## config.mk

```make
export PLATFORM = sky130hd
export DESIGN_NAME = rv_decode_top
export DESIGN_NICKNAME = d
export VERILOG_FILES = /design/src/rtl/rv_decode_pkg.sv /design/src/rtl/rv_decode_top.sv /design/src/rtl/rv_csr_decode.sv /design/src/rtl/rv_ctrl_decode.sv /design/src/rtl/rv_operand_decode.sv /design/src/rtl/rv_stage_reg.sv
export VERILOG_INCLUDE_DIRS = /design/src /design/src/rtl
export SDC_FILE = /design/constraint.sdc
export NUM_CORES = 1
export LEC_CHECK = 0
export BUFFER_PORTS_ARGS = -buffer_cell sky130_fd_sc_hd__buf_2
export CELL_PAD_IN_SITES_DETAIL_PLACEMENT = 1
export CELL_PAD_IN_SITES_GLOBAL_PLACEMENT = 2
export CORE_ASPECT_RATIO = 1.4
export CORE_MARGIN = 10
export CORE_UTILIZATION = 38
export CTS_BUF_LIST = sky130_fd_sc_hd__clkbuf_8
export DETAILED_ROUTE_END_ITERATION = 10
export GPL_TIMING_DRIVEN = 0
export PLACE_DENSITY = 0.95
export SLEW_MARGIN = 0
export SYNTH_ARGS = -nofsm -noshare
export SYNTH_HDL_FRONTEND = slang
export SYNTH_HIERARCHICAL = 1
export SYNTH_SLANG_ARGS = --single-unit
```

## constraint.sdc

```tcl
create_clock -name i_clk -period 8.1 [get_ports i_clk]
set_input_delay 1.62 -clock i_clk [delete_from_list [all_inputs] [get_ports i_clk]]
set_output_delay 1.62 -clock i_clk [all_outputs]
set_load 0.03 [all_outputs]
```

## src/rtl/rv_decode_params.svh

```systemverilog
`ifndef RV_DECODE_PARAMS_SVH
`define RV_DECODE_PARAMS_SVH

`define RV_XLEN             32
`define RV_IADDR_BITS       32
`define RV_REG_BITS         5
`define RV_CSR_IDX_BITS     12

// major opcodes, instr[6:2]
`define RV_OPC_LOAD         5'b00000
`define RV_OPC_OP_IMM       5'b00100
`define RV_OPC_AUIPC        5'b00101
`define RV_OPC_STORE        5'b01000
`define RV_OPC_STORE_FP     5'b01001
`define RV_OPC_OP           5'b01100
`define RV_OPC_LUI          5'b01101
`define RV_OPC_BRANCH       5'b11000
`define RV_OPC_JALR         5'b11001
`define RV_OPC_JAL          5'b11011
`define RV_OPC_SYSTEM       5'b11100

// instr[1:0] of a 32-bit encoding
`define RV_OPC_FULL         2'b11

`define RV_F12_ECALL        12'h000
`define RV_F12_EBREAK       12'h001
`define RV_F12_MRET         12'h302

`endif
```

## src/rtl/rv_decode_pkg.sv

```systemverilog
`include "rv_decode_params.svh"

package rv_decode_pkg;

    // one fetched instruction
    typedef struct packed {
        logic [`RV_XLEN-1:0]        instr;
        logic [`RV_IADDR_BITS-1:0]  pc;
        logic                       branch_pred;
        logic                       is_compressed;
    } fetch_t;

    typedef struct packed {
        logic   cmp;
        logic   bits;
        logic   shift;
        logic   arith;
    } alu_res_t;

    // writeback source, one-hot or zero
    typedef struct packed {
        logic   memory;
        logic   pc_next;
        logic   alu;
    } res_src_t;

    typedef struct packed {
        logic   r;
        logic   i;
        logic   j;
    } op2_src_t;

    typedef struct packed {
        alu_res_t   alu_res;
        logic [4:0] alu_sub;
        logic [2:0] funct3;
        res_src_t   res_src;
        logic       op1_src;
        op2_src_t   op2_src;
        logic       reg_write;
        logic       inst_jal;
        logic       inst_jalr;
        logic       inst_branch;
        logic       inst_store;
        logic       inst_mret;
        logic       inst_ebreak;
        logic       inst_csr_req;
        logic       supported;
    } dec_ctrl_t;

    typedef struct packed {
        logic [`RV_REG_BITS-1:0]    rs1;
        logic [`RV_REG_BITS-1:0]    rs2;
        logic [`RV_REG_BITS-1:0]    rd;
        logic [`RV_XLEN-1:0]        imm_i;
        logic [`RV_XLEN-1:0]        imm_j;
        logic [`RV_IADDR_BITS-1:0]  pc;
        logic [`RV_IADDR_BITS-1:0]  pc_next;
        logic                       branch_pred;
    } dec_oper_t;

    typedef struct packed {
        logic [`RV_CSR_IDX_BITS-1:0]    idx;
        logic [`RV_REG_BITS-1:0]        imm;
        logic                           imm_sel;
        logic                           write;
        logic                           set;
        logic                           clear;
        logic                           read;
    } dec_csr_t;

endpackage

```

## src/rtl/rv_decode_top.sv

```systemverilog
`timescale 1ns/100ps

module rv_decode_top
    import rv_decode_pkg::*;
(
    input  logic        i_clk,
    input  logic        i_rst_n,
    input  logic        i_valid,
    input  logic        i_stall,
    input  logic        i_flush,
    input  fetch_t      i_fetch,
    output logic        o_valid,
    output dec_ctrl_t   o_ctrl,
    output dec_oper_t   o_oper,
    output dec_csr_t    o_csr
);

    dec_ctrl_t  ctrl;
    dec_oper_t  oper;
    dec_csr_t   csr;

    rv_operand_decode u_operand_decode (
        .i_fetch    (i_fetch),
        .o_oper     (oper)
    );

    rv_ctrl_decode u_ctrl_decode (
        .i_fetch    (i_fetch),
        .o_ctrl     (ctrl)
    );

    rv_csr_decode u_csr_decode (
        .i_fetch    (i_fetch),
        .o_csr      (csr)
    );

    // o_valid comes from the ctrl copy
    rv_stage_reg #(.payload_t(dec_ctrl_t)) u_ctrl_reg (
        .i_clk      (i_clk),
        .i_rst_n    (i_rst_n),
        .i_valid    (i_valid),
        .i_stall    (i_stall),
        .i_flush    (i_flush),
        .i_data     (ctrl),
        .o_valid    (o_valid),
        .o_data     (o_ctrl)
    );

    rv_stage_reg #(.payload_t(dec_oper_t)) u_oper_reg (
        .i_clk      (i_clk),
        .i_rst_n    (i_rst_n),
        .i_valid    (i_valid),
        .i_stall    (i_stall),
        .i_flush    (i_flush),
        .i_data     (oper),
        .o_valid    (),
        .o_data     (o_oper)
    );

    rv_stage_reg #(.payload_t(dec_csr_t)) u_csr_reg (
        .i_clk      (i_clk),
        .i_rst_n    (i_rst_n),
        .i_valid    (i_valid),
        .i_stall    (i_stall),
        .i_flush    (i_flush),
        .i_data     (csr),
        .o_valid    (),
        .o_data     (o_csr)
    );

endmodule

```

## src/rtl/rv_csr_decode.sv

```systemverilog
`timescale 1ns/100ps

`include "rv_decode_params.svh"

module rv_csr_decode
    import rv_decode_pkg::*;
(
    input  fetch_t      i_fetch,
    output dec_csr_t    o_csr
);

    logic [2:0] funct3;
    logic       grp_sys;

    assign funct3  = i_fetch.instr[14:12];
    assign grp_sys = (i_fetch.instr[1:0] == `RV_OPC_FULL)
                   & (i_fetch.instr[6:2] == `RV_OPC_SYSTEM);

    always_comb
    begin
        o_csr.idx     = i_fetch.instr[31:20];
        // rs1 field doubles as the 5-bit immediate
        o_csr.imm     = i_fetch.instr[19:15];
        o_csr.imm_sel = funct3[2];

        o_csr.write = grp_sys & (funct3[1:0] == 2'b01);
        o_csr.set   = grp_sys & (funct3[1:0] == 2'b10);
        o_csr.clear = grp_sys & (funct3[1:0] == 2'b11);
        // ecall/ebreak/mret have funct3 zero and never touch a csr
        o_csr.read  = grp_sys & (funct3 != 3'b000);

        // csr file applies exactly one modify op per access
        assert ($onehot0({o_csr.write, o_csr.set, o_csr.clear}))
            else $error("more than one csr modify strobe");
    end

endmodule

```

## src/rtl/rv_ctrl_decode.sv

```systemverilog
`timescale 1ns/100ps

`include "rv_decode_params.svh"

module rv_ctrl_decode
    import rv_decode_pkg::*;
(
    input  fetch_t      i_fetch,
    output dec_ctrl_t   o_ctrl
);

    logic [4:0]     opc;
    logic [2:0]     funct3;
    logic [6:0]     funct7;
    logic [11:0]    funct12;
    logic           full;

    logic           grp_load;
    logic           grp_store;
    logic           grp_ari;
    logic           grp_arr;
    logic           grp_arr_ex;
    logic           grp_branch;
    logic           grp_sys;

    logic           inst_lui;
    logic           inst_auipc;
    logic           inst_jal;
    logic           inst_jalr;
    logic           inst_add;
    logic           inst_sub;
    logic           inst_sra;
    logic           inst_srai;
    logic           inst_ecall;
    logic           inst_ebreak;
    logic           inst_mret;
    logic           inst_csr_req;
    logic           ari_cmp;
    logic           arr_cmp;
    logic           f3_bits;
    logic           no_f3;

    assign opc     = i_fetch.instr[6:2];
    assign funct3  = i_fetch.instr[14:12];
    assign funct7  = i_fetch.instr[31:25];
    assign funct12 = i_fetch.instr[31:20];
    assign full    = (i_fetch.instr[1:0] == `RV_OPC_FULL);

    assign grp_load   = full & (opc == `RV_OPC_LOAD);
    assign grp_store  = full & (opc == `RV_OPC_STORE);
    assign grp_ari    = full & (opc == `RV_OPC_OP_IMM);
    assign grp_arr    = full & (opc == `RV_OPC_OP) & (funct7 == 7'b0000000);
    assign grp_arr_ex = full & (opc == `RV_OPC_OP) & (funct7 == 7'b0100000);
    assign grp_branch = full & (opc == `RV_OPC_BRANCH);
    assign grp_sys    = full & (opc == `RV_OPC_SYSTEM);

    assign inst_lui     = full & (opc == `RV_OPC_LUI);
    assign inst_auipc   = full & (opc == `RV_OPC_AUIPC);
    assign inst_jal     = full & (opc == `RV_OPC_JAL);
    assign inst_jalr    = full & (opc == `RV_OPC_JALR) & (funct3 == 3'b000);
    assign inst_add     = grp_arr & (funct3 == 3'b000);
    assign inst_sub     = grp_arr_ex & (funct3 == 3'b000);
    assign inst_sra     = grp_arr_ex & (funct3 == 3'b101);
    assign inst_srai    = grp_ari & (funct3 == 3'b101) & (funct7 == 7'b0100000);
    assign inst_ecall   = grp_sys & (funct3 == 3'b000) & (funct12 == `RV_F12_ECALL);
    assign inst_ebreak  = grp_sys & (funct3 == 3'b000) & (funct12 == `RV_F12_EBREAK);
    assign inst_mret    = grp_sys & (funct3 == 3'b000) & (funct12 == `RV_F12_MRET);
    assign inst_csr_req = grp_sys & (funct3 != 3'b000);

    // slt/sltu forms, and xor/or/and
    assign ari_cmp = grp_ari & (funct3[2:1] == 2'b01);
    assign arr_cmp = grp_arr & (funct3[2:1] == 2'b01);
    assign f3_bits = funct3[2] & (funct3[1:0] != 2'b01);

    // classes that run the alu as a plain adder
    assign no_f3 = inst_lui | inst_auipc | inst_jal | grp_load | grp_store;

    always_comb
    begin
        o_ctrl.alu_res.cmp   = grp_branch | ari_cmp | arr_cmp;
        o_ctrl.alu_res.bits  = (grp_ari | grp_arr) & f3_bits;
        o_ctrl.alu_res.shift = (grp_ari & (funct3 == 3'b001))
                             | (grp_ari & (funct3 == 3'b101) & (funct7 == 7'b0000000))
                             | inst_srai
                             | (grp_arr & (funct3[1:0] == 2'b01) & !funct3[2])
                             | (grp_arr & (funct3 == 3'b101))
                             | inst_sra;
        o_ctrl.alu_res.arith = inst_add | inst_sub | grp_load | grp_store;

        o_ctrl.alu_sub[2:0] = no_f3 ? 3'b000 : funct3;
        o_ctrl.alu_sub[3]   = grp_branch & funct3[0];
        // subtract/signed select, funct7[5] covers sub
        if ((opc == `RV_OPC_BRANCH) || inst_sra || inst_srai
            || (((opc == `RV_OPC_OP) || (opc == `RV_OPC_OP_IMM)) && (funct3[2:1] == 2'b01)))
            o_ctrl.alu_sub[4] = 1'b1;
        else if (no_f3 || grp_ari)
            o_ctrl.alu_sub[4] = 1'b0;
        else
            o_ctrl.alu_sub[4] = funct7[5];

        o_ctrl.funct3 = full ? funct3 : 3'b010;

        o_ctrl.res_src.memory  = grp_load;
        o_ctrl.res_src.pc_next = inst_jal | inst_jalr;
        o_ctrl.res_src.alu     = !(grp_load | inst_jal | inst_jalr);

        o_ctrl.op1_src   = inst_auipc | inst_jal;
        o_ctrl.op2_src.j = inst_jal;
        o_ctrl.op2_src.i = inst_jalr | grp_load | grp_ari | inst_lui | inst_auipc | grp_store;
        o_ctrl.op2_src.r = !(inst_jal | inst_jalr | grp_load | grp_ari | inst_lui
                             | inst_auipc | grp_store);

        o_ctrl.reg_write = full & !((opc == `RV_OPC_BRANCH) || (opc == `RV_OPC_STORE)
                                    || (opc == `RV_OPC_STORE_FP));

        o_ctrl.inst_jal     = inst_jal;
        o_ctrl.inst_jalr    = inst_jalr;
        o_ctrl.inst_branch  = grp_branch;
        o_ctrl.inst_store   = grp_store;
        o_ctrl.inst_mret    = inst_mret;
        o_ctrl.inst_ebreak  = inst_ebreak;
        o_ctrl.inst_csr_req = inst_csr_req;

        o_ctrl.supported = grp_load | grp_store | grp_ari | grp_arr | grp_arr_ex
                         | inst_lui | inst_auipc | grp_branch | inst_jal | inst_jalr
                         | inst_ecall | inst_ebreak | inst_csr_req | inst_mret;

        // writeback mux in execute expects one source at most
        assert ($onehot0(o_ctrl.res_src))
            else $error("res_src selects more than one writeback source");
    end

endmodule

```

## src/rtl/rv_operand_decode.sv

```systemverilog
`timescale 1ns/100ps

`include "rv_decode_params.svh"

module rv_operand_decode
    import rv_decode_pkg::*;
(
    input  fetch_t      i_fetch,
    output dec_oper_t   o_oper
);

    logic [`RV_XLEN-1:0]    instr;
    logic [4:0]             opc;
    logic                   full;
    logic                   inst_lui;
    logic                   inst_auipc;
    logic                   inst_jal;
    logic                   inst_store;

    logic [`RV_XLEN-1:0]    imm_i;
    logic [`RV_XLEN-1:0]    imm_s;
    logic [`RV_XLEN-1:0]    imm_b;
    logic [`RV_XLEN-1:0]    imm_u;
    logic [`RV_XLEN-1:0]    imm_j;

    assign instr = i_fetch.instr;
    assign opc   = instr[6:2];
    assign full  = (instr[1:0] == `RV_OPC_FULL);

    assign inst_lui   = full & (opc == `RV_OPC_LUI);
    assign inst_auipc = full & (opc == `RV_OPC_AUIPC);
    assign inst_jal   = full & (opc == `RV_OPC_JAL);
    assign inst_store = full & (opc == `RV_OPC_STORE);

    // sign bit is always instr[31]
    assign imm_i = {{21{instr[31]}}, instr[30:20]};
    assign imm_s = {{21{instr[31]}}, instr[30:25], instr[11:7]};
    assign imm_b = {{20{instr[31]}}, instr[7], instr[30:25], instr[11:8], 1'b0};
    assign imm_u = {instr[31:12], 12'b0};
    assign imm_j = {{12{instr[31]}}, instr[19:12], instr[20], instr[30:21], 1'b0};

    assign o_oper.rd  = instr[11:7];
    assign o_oper.rs2 = instr[24:20];
    // lui reads x0 so the alu adds zero
    assign o_oper.rs1 = inst_lui ? '0 : instr[19:15];

    always_comb
    begin
        if (inst_lui || inst_auipc)
            o_oper.imm_i = imm_u;
        else if (inst_store)
            o_oper.imm_i = imm_s;
        else
            o_oper.imm_i = imm_i;
    end

    assign o_oper.imm_j = inst_jal ? imm_j : imm_b;

    // compressed instructions are two bytes long
    assign o_oper.pc_next = i_fetch.pc + (i_fetch.is_compressed ? `RV_IADDR_BITS'd2
                                                                 : `RV_IADDR_BITS'd4);

    assign o_oper.pc          = i_fetch.pc;
    assign o_oper.branch_pred = i_fetch.branch_pred;

endmodule

```

## src/rtl/rv_stage_reg.sv

```systemverilog
`timescale 1ns/100ps

module rv_stage_reg #(
    parameter type payload_t = logic
)
(
    input  logic        i_clk,
    input  logic        i_rst_n,
    input  logic        i_valid,
    input  logic        i_stall,
    input  logic        i_flush,
    input  payload_t    i_data,
    output logic        o_valid,
    output payload_t    o_data
);

    // flush wins over stall
    always_ff @(posedge i_clk)
    begin
        if (!i_rst_n)
            o_valid <= 1'b0;
        else if (i_flush)
            o_valid <= 1'b0;
        else if (!i_stall)
            o_valid <= i_valid;
    end

    // payload only moves on acceptance
    always_ff @(posedge i_clk)
    begin
        if (i_valid && !i_stall)
            o_data <= i_data;
    end

    // held output must not change under back-pressure
    assert property (@(posedge i_clk) disable iff (!i_rst_n)
        (o_valid && i_stall && !i_flush) |=> (o_valid && $stable(o_data)))
        else $error("stage output changed during stall");

endmodule

```

# ---- Yosys cells after proc, flatten, opt, wreduce, memory -nomap -nowiden
# Cells that the tools add are included.
dict set report totals {
  reg_bits 182
  inputBits 71
  out_inout_bits 195
  wordCells 167
}
dict set report classes {
  add_sub_neg 1
  n_eq_ne 21
  n_mux 5
  bitwise 80
  reduce_logical 21
}
# op count
set ops {}
lappend ops {{$or 1x1->1} 42}
lappend ops {{$and 1x1->1} 37}
lappend ops {{$add 32x32->32} 1}
lappend ops {{$mux 31} 1}
lappend ops {{$eq 5x4->1 const B} 4}
lappend ops {{$eq 5x5->1 const B} 4}
lappend ops {{$mux 20} 1}
lappend ops {{$eq 12x1->1 const B} 1}
lappend ops {{$eq 12x10->1 const B} 1}
lappend ops {{$logic_not 12->1} 1}
lappend ops {{$eq 5x3->1 const B} 2}
lappend ops {{$logic_or 1x1->1} 8}
lappend ops {{$eq 7x6->1 const B} 1}
lappend ops {{$logic_not 7->1} 1}
lappend ops {{$eq 2x2->1 const B} 3}
lappend ops {{$logic_not 1->1} 5}
lappend ops {{$logic_not 5->1} 1}
lappend ops {{$mux 5} 1}
lappend ops {{$eq 2x1->1 const B} 2}
lappend ops {{$eq 3x1->1 const B} 1}
lappend ops {{$eq 3x3->1 const B} 1}
lappend ops {{$logic_not 3->1} 1}
lappend ops {{$mux 3} 1}
lappend ops {{$reduce_bool 3->1} 1}
lappend ops {{other kinds (5)} 6}

# ---- Depth between registers and ports, before layout
# Gate-level depths: netlist of run 1.
dict set report logic_depth {
  ltp_word 15
  depth_mapped 7
}

# ---- Hierarchy
# Netlist of run 1, hierarchy kept.
# mod n_inst cells_per_inst area_each_um2 seq_area_each_um2
set by_module_without_submodules {}
lappend by_module_without_submodules {{rv_stage_reg (u_oper_reg)} 1 148 4375.4 4344.2}
lappend by_module_without_submodules {rv_operand_decode 1 223 1611.5 0.0}
lappend by_module_without_submodules {{rv_stage_reg (u_ctrl_reg)} 1 32 892.1 860.8}
lappend by_module_without_submodules {{rv_stage_reg (u_csr_reg)} 1 26 711.9 680.7}
lappend by_module_without_submodules {rv_ctrl_decode 1 96 590.6 0.0}
lappend by_module_without_submodules {rv_csr_decode 1 27 211.5 0.0}

# ---- Worst setup path before layout of run 1
# No wires, ideal clock.
dict set report synth_path {
  kind {in2reg}
  start {input i_stall}
  end {register u_oper_reg/o_data[0] (netlist name) (enable)}
  setup_ns 0.440
  arrival_time_ns 3.431
  required_time_ns 7.660
  slack_ns 4.230
  path_stages 1
  cell_sequence {and2b_2}
}
dict set report synth_between {
  elab_chain_len 2
}
# item line
set synth_rtl {}
lappend synth_rtl {{start, declared} rv_decode_top.sv:9} ;# input logic i_stall,
lappend synth_rtl {{$logic_not 1->1} -}
lappend synth_rtl {{$logic_and 1x1->1} rv_stage_reg.sv:31} ;# if (i_valid && !i_stall)
lappend synth_rtl {{end signal, assigned} rv_stage_reg.sv:32} ;# o_data <= i_data;
lappend synth_rtl {{end, declared} rv_stage_reg.sv:14} ;# output payload_t o_data
# No other way between the ends.
# A chain may end at the register's enable or synchronous reset.

==> results of run 1 <==
[critical path, cell delays in order]
cell and delay, ns:
buf_2 0.09, ha_1 0.19, fa_1 0.25, nand4_1 0.15
nor2_1 0.27, buf_4 0.25, nand4_1 0.12, xnor2_1 0.35
[per-stage QoR]
step	power, mW	std cells	instance area (µm²)
2_1_floorplan	1.44	546	8310
3_3_place_gp	1.57	1101	9990
3_5_place_dp	1.58	1103	10000
4_1_cts	2.26	1134	10500
5_1_grt	2.32	1134	10500
6_report	2.22	1134	10500
[layout by cell type, fill, tap and decap left out, types with 2 or more instances in the layout]
| cell type | n |
|---|---|
| xnor2_1 | 26 |
| and2b_1 | 2 |
| xor2_1 | 3 |
| or2_2 | 2 |
| nor3_4 | 2 |
| nand4b_1 | 2 |
| nand2_1 | 15 |
| ha_1 | 2 |
| nand4_1 | 18 |
| buf_4 | 94 |
| clkinvlp_4 | 2 |
| bufinv_16 | 4 |
| mux2i_1 | 6 |
| nor2b_1 | 15 |
| inv_1 | 9 |
| and3_1 | 6 |
| a21oi_1 | 6 |
| buf_2 | 265 |
| and2b_2 | 2 |
| mux2_2 | 5 |
| and2_1 | 10 |
| nor4_2 | 3 |
| nor2_1 | 18 |
| nor4_1 | 3 |
| clkbuf_8 | 17 |
| a21o_1 | 29 |
| edfxtp_1 | 194 |
| o21ai_0 | 2 |
| nand2b_1 | 5 |
| clkinv_4 | 4 |
| or4_1 | 3 |
| nand3_1 | 18 |
| clkbuf_1 | 9 |
| nor3_1 | 12 |
[worst max path at each step]
| stage | slack (ns) | cells after the start | endpoint | start |
|---|---|---|---|---|
| floorplan | 4.23 | 1 | u_oper_reg/o_data[0]$_DFFE_PP_ | i_stall |
| global placement | 3.41 | 2 | u_oper_reg/o_data[92]$_DFFE_PP_ | i_stall |
| detailed placement | 4.53 | 5 | u_ctrl_reg/o_data[26]$_DFFE_PP_ | i_fetch[65] |
| CTS | 5.05 | 5 | u_ctrl_reg/o_data[26]$_DFFE_PP_ | i_fetch[65] |
| global route | 4.90 | 5 | u_ctrl_reg/o_data[26]$_DFFE_PP_ | i_fetch[65] |
| finish | 5.04 | 8 | u_oper_reg/o_data[30]$_DFFE_PP_ | i_fetch[0] |
[flip-flops by register name (all words and copies together) (netlist names)]
signal,count
u_oper_reg/o_data,144
u_ctrl_reg/o_data,28
u_ctrl_reg/o_valid,1
u_csr_reg/o_data,22
[layout make-up]
| class | instances | area (µm²) |
|---|---|---|
| Tap cell | 292 | 365 |
| Inverter | 7 | 26.3 |
| Fill cell | 2243 | 10900 |
| Buffer | 105 | 749 |
| Clock inverter | 14 | 190 |
| Sequential cell | 195 | 5850 |
| Clock buffer | 17 | 234 |
| Timing Repair Buffer | 265 | 1360 |
| Multi-Input combinational cell | 239 | 1690 |
[power groups by stage]
stage	sequential (mW)	clock [mW]	combinational, mW
2_1_floorplan	1.36	0	0.0816
3_3_place_gp	1.22	0	0.348
3_5_place_dp	1.22	0	0.358
4_1_cts	1.20	0.698	0.359
5_1_grt	1.21	0.735	0.377
6_report	1.20	0.673	0.352
[routing by layer]
metal	vias to the layer above	GRT usage	wire, µm
li1	2487	-	-
met5	-	0	0
met4	0	0.0521	393
met1	2670	0.167	8320
met2	227	0.304	12800
met3	22	0.0883	2690
==> impl_metrics.py, run 1 <==
metrics = {
    "status": {
        "status": "complete, no violations",
    },
    "timing": {
        "hold_viol": 0,
        "worst_pin_slew_ns": 0.854,
        "final_max_slew_viol_count": 0,
        "setup_violations": 0,
        "setup-tns-final_ns": 0,
        "rsz0062_at_grt": "no",
        "holdWs_ns": 0.583,
        "setup_ws_ns": 5.04,
        "period_share": 0.378,
        "slew_headroom": 0.431,
        "finalClockSkew_ns": 0,
        "fin_crit_ns": 3.06,
        "fmax_mhz": 327,
    },
    "floorplan": {
        "coreArea_um2": 21400,
        "initial_core_util": 0.389,
        "die_h_um": 195,
        "io_pins": 266,
        "die_area_um2": 28300,
        "num_rows": 63,
        "die_x_um": 145,
    },
    "worst_setup_path": {
        "crit_required_ns": 8.34,
        "r2r_end": "u_ctrl_reg/o_valid$_SDFFE_PP0N_",
        "worst_setup_path_end_kind": "register",
        "reg2reg_from": "u_ctrl_reg/o_valid$_SDFFE_PP0N_",
        "startpoint_type": "input port",
        "crit_fanout": 10,
        "worstSetupPathType": "input port to register",
        "reg2reg_depth": 2,
        "rrSetupSlack_ns": 7.45,
        "arrival_ns": 3.30,
    },
    "clocking": {
        "cts_made_buffers": 17,
        "cts-resized-gates": 0,
        "cts_root_buffer": "clkbuf_8",
        "clockBufferDepth": 2,
        "htreeDepth": 4,
        "cts_tree": "yes",
        "clock_latency_ns": 0.45,
        "hold_buffers": 0,
        "cts_sinks": 195,
        "clk_pin_slew_ns": 0.09,
        "cts_setup_buffers": 0,
    },
    "worst_hold_path": {
        "hold_path_class": "register to register",
        "holdPathStages": 2,
        "whs_endpoint": "u_ctrl_reg/o_valid$_SDFFE_PP0N_",
        "min_from": "u_ctrl_reg/o_valid$_SDFFE_PP0N_",
    },
    "power_and_ir_drop": {
        "clockPowerShare": 0.303,
        "cellInternalPower_mw": 1.62,
        "swShare": 0.271,
        "power_density_nw_per_um2": 213,
        "p_seq_frac": 0.539,
        "peakVddDrop_uv": 103,
        "leakage_nw": 4.27,
        "p_switching_uw": 603,
        "p_comb_frac": 0.158,
    },
    "global_route": {
        "grt_pass1_vias": 5973,
        "antenna_found_initial": 0,
        "grt_max_degree": 59,
        "grt_pass1_wl_um": 36800,
        "grt_use_total": 0.170,
        "grt.overflow.total": 0,
    },
    "route": {
        "dr.first_iter.drc_count": 228,
        "wl_per_cell_um": 21.4,
        "firstDrtPassIters": 4,
        "drtAntennaViolNets": 0,
        "routed_wirelength_um": 24200,
        "vias": 5406,
        "route.detailed.drc": 0,
        "avgViaCountPerCell": 4.77,
    },
    "placement": {
        "dp_slack_ns": 4.53,
        "hpwl_um": 18900,
        "gp_congestion": 0.860,
        "portBuffers": 263,
    },
    "cells_and_area": {
        "area_growth_pct": 25.9,
        "final_nets": 904,
        "drive_gt1_frac": 0.489,
        "final_core_util": 0.490,
        "diodes": 0,
    },
    "job": {
        "maxCapViolations": 0,
    },
    "yosys": {
        "syn_area_um2": 8310,
        "yosysWarnings": 6,
        "syn_avg_cell_area_um2": 15.2,
        "syn_inst": 546,
        "syn-num-nets": 620,
    },
}
Power figures use the tool's default switching activity.
==> run 2: changes to the inputs <==
--- a/config.mk
+++ b/config.mk
@@ -11,11 +11,11 @@
 export CELL_PAD_IN_SITES_GLOBAL_PLACEMENT = 2
 export CORE_ASPECT_RATIO = 1.4
 export CORE_MARGIN = 10
-export CORE_UTILIZATION = 38
+export CORE_UTILIZATION = 32
 export CTS_BUF_LIST = sky130_fd_sc_hd__clkbuf_8
 export DETAILED_ROUTE_END_ITERATION = 10
 export GPL_TIMING_DRIVEN = 0
-export PLACE_DENSITY = 0.95
+export PLACE_DENSITY = 0.87
 export SLEW_MARGIN = 0
 export SYNTH_ARGS = -nofsm -noshare
 export SYNTH_HDL_FRONTEND = slang
==> constraint.sdc (replaced) <==
create_clock -name i_clk -period 2.8 [get_ports i_clk]
set_input_delay 0.56 -clock i_clk [delete_from_list [all_inputs] [get_ports i_clk]]
set_output_delay 0.56 -clock i_clk [all_outputs]
set_load 0.03 [all_outputs]
==> run 2 against run 1 <==
Effect of this change:
- hold slack got worse by 0.32 ns
- critical path depth decreased by 3
- final area decreased by 0.44%
- utilization decreased by 8.1 points
- sequential share of layout area increased by 0.25 points
- combinational power increased to 2.9 times the previous value
- clock-buffer cell count unchanged
- critical endpoint is now u_ctrl_reg/o_data[26]$_DFFE_PP_
- largest cell class unchanged
- highest routed layer is now met5
==> impl_metrics.py, run 2 (synthesized netlist as in run 1, its figures left out) <==
metrics = {
    "status": {
        "status": "complete, no violations",
    },
    "cells_and_area": {
        "reg.largest.list": "u_oper_reg/o_data: 144 flops, u_ctrl_reg/o_data: 28 flops, u_csr_reg/o_data: 22 flops",
        "drive_gt1_frac": 0.486,
        "final_common_cell": "buf_2",
        "mostFrequentLayoutCells": "buf_2 (265), edfxtp_1 (194), buf_4 (94)",
        "fill_cells": 2742,
        "stdcell_count": 1162,
        "final_nets": 904,
        "area_growth_pct": 25.4,
        "largest_register_ffs": 144,
        "top_register": "u_oper_reg/o_data",
    },
    "route": {
        "vias": 5361,
        "dr.first_iter.drc_count": 213,
        "routed_wirelength_um": 25100,
        "route.detailed.drc": 0,
        "wl_met3_um": 2280,
        "top_layer": "met5",
        "drt-met1-wl_um": 8300,
        "firstDrtPassIters": 4,
        "wl_per_cell_um": 21.6,
        "avgViaCountPerCell": 4.61,
        "drtAntennaViolNets": 0,
        "route.met2.wl_um": 14400,
    },
    "timing": {
        "holdWs_ns": 0.265,
        "worst_pin_slew_ns": 0.749,
        "hold_viol": 0,
        "fmax_mhz": 498,
        "final_max_slew_viol_count": 0,
        "slew_headroom": 0.497,
        "rsz0062_at_grt": "no",
        "setup-tns-final_ns": 0,
        "setup_violations": 0,
        "period_share": 0.718,
        "fin_crit_ns": 2.01,
        "finalClockSkew_ns": 0,
    },
    "worst_setup_path": {
        "worst_setup_path_end_kind": "register",
        "cp_num_buf_inv": 1,
        "critPathSlowestCell": "a2111oi_2",
        "r2r_end": "u_ctrl_reg/o_valid$_SDFFE_PP0N_",
        "reg2reg_from": "u_ctrl_reg/o_valid$_SDFFE_PP0N_",
        "cp_cell_sequence": "buf_2 > nor4_2 > nand3b_1 > a2111oi_2 > and3_1",
        "crit_start": "i_fetch[59]",
        "crit_fanout": 5,
        "cp_top_family": "simple AND/OR/NAND/NOR gates",
        "rrSetupSlack_ns": 2.12,
        "cp_slowest_stage_delay_ns": 0.67,
        "crit_required_ns": 3.13,
        "endpoint": "u_ctrl_reg/o_data[26]$_DFFE_PP_",
        "arrival_ns": 2.34,
        "startpoint_type": "input port",
        "cp.depth": 5,
        "reg2reg_depth": 2,
        "worstSetupPathType": "input port to register",
    },
    "floorplan": {
        "die_area_um2": 32900,
        "die_h_um": 211,
        "die_x_um": 156,
        "coreArea_um2": 25500,
        "num_rows": 69,
        "initial_core_util": 0.326,
        "io_pins": 266,
    },
    "power_and_ir_drop": {
        "power_density_nw_per_um2": 590,
        "p_comb_frac": 0.166,
        "leakage_nw": 4.23,
        "cellInternalPower_mw": 4.40,
        "clockPowerShare": 0.269,
        "peakVddDrop_uv": 261,
        "p_switching_mw": 1.74,
        "p_seq_frac": 0.565,
        "swShare": 0.283,
        "finalPower_mw": 6.14,
    },
    "clocking": {
        "cts_made_buffers": 17,
        "clock_latency_ns": 0.45,
        "clockBufferDepth": 2,
        "cts-resized-gates": 0,
        "cts_tree": "yes",
        "htreeDepth": 4,
        "cts_root_buffer": "clkbuf_8",
        "cts_sinks": 195,
        "clk_pin_slew_ns": 0.09,
        "hold_buffers": 0,
        "cts_setup_buffers": 0,
    },
    "worst_hold_path": {
        "hold_path_class": "input port to register",
    },
    "placement": {
        "placed_cells_incl_taps": 1130,
        "hpwl_um": 19700,
        "portBuffers": 263,
        "gp_congestion": 0.818,
    },
    "global_route": {
        "grt_pass1_vias": 5939,
        "grt.overflow.total": 0,
        "grt_max_degree": 60,
        "grt_pass1_wl_um": 36900,
        "grt_use_total": 0.150,
        "antenna_found_initial": 2,
    },
    "job": {
        "maxCapViolations": 0,
    },
}
run 2: cell count changes in the layout (fill, tap and decap cells not counted), sizes merged:
cell | previous run | this run
bufinv | 4 | 1
clkinv | 5 | 9
diode | 0 | 1
inv | 10 | 9
run 2: metal layers:
layer / GRT usage / vias up
met4: 0.0359 / 2
met2: 0.290 / 179
met3: 0.0644 / 11
met1: 0.140 / 2675
li1: - / 2494
met5: 0 / -
run 2: layout make-up:
type	instances	area, µm²	share of cell area
sequential	195	5850	0.561
multi-input combinational	239	1690	0.162
timing repair buffer	265	1370	0.132
buffer	105	749	0.0720
tap	319	399	0.0383
clock buffer	17	234	0.0225
clock inverter	14	100	0.00961
inverter	7	26.3	0.00252
antenna	1	2.50	0.000240
run 2: power by group through the flow:
stage / Combinational (mW) / Sequential (mW) / Clock, mW
global route: 1.09 / 3.49 / 1.85
finish: 1.02 / 3.47 / 1.65
floorplan: 0.237 / 3.93 / 0
CTS: 1.04 / 3.48 / 1.73
detailed placement: 1.04 / 3.54 / 0
global placement: 1.01 / 3.53 / 0
run 2: worst min-delay path by stage:
stage	start	end	slack, ns	cells past startpoint
global placement	u_ctrl_reg/o_valid$_SDFFE_PP0N_	u_ctrl_reg/o_valid$_SDFFE_PP0N_	0.56	2
floorplan	i_flush	u_ctrl_reg/o_valid$_SDFFE_PP0N_	0.63	1
finish	i_flush	u_ctrl_reg/o_valid$_SDFFE_PP0N_	0.26	2
global route	i_flush	u_ctrl_reg/o_valid$_SDFFE_PP0N_	0.22	2
CTS	i_fetch[2]	u_oper_reg/o_data[33]$_DFFE_PP_	0.22	1
detailed placement	u_ctrl_reg/o_valid$_SDFFE_PP0N_	u_ctrl_reg/o_valid$_SDFFE_PP0N_	0.61	2
run 2: stage by stage:
stage	cell area [µm²]	setup slack [ns]	utilization
global placement	10000	-0.140	0.394
finish	10400	0.790	0.409
global route	10400	0.741	0.409
detailed placement	10100	0.330	0.396
CTS	10400	0.834	0.409
floorplan	8310	0.542	-
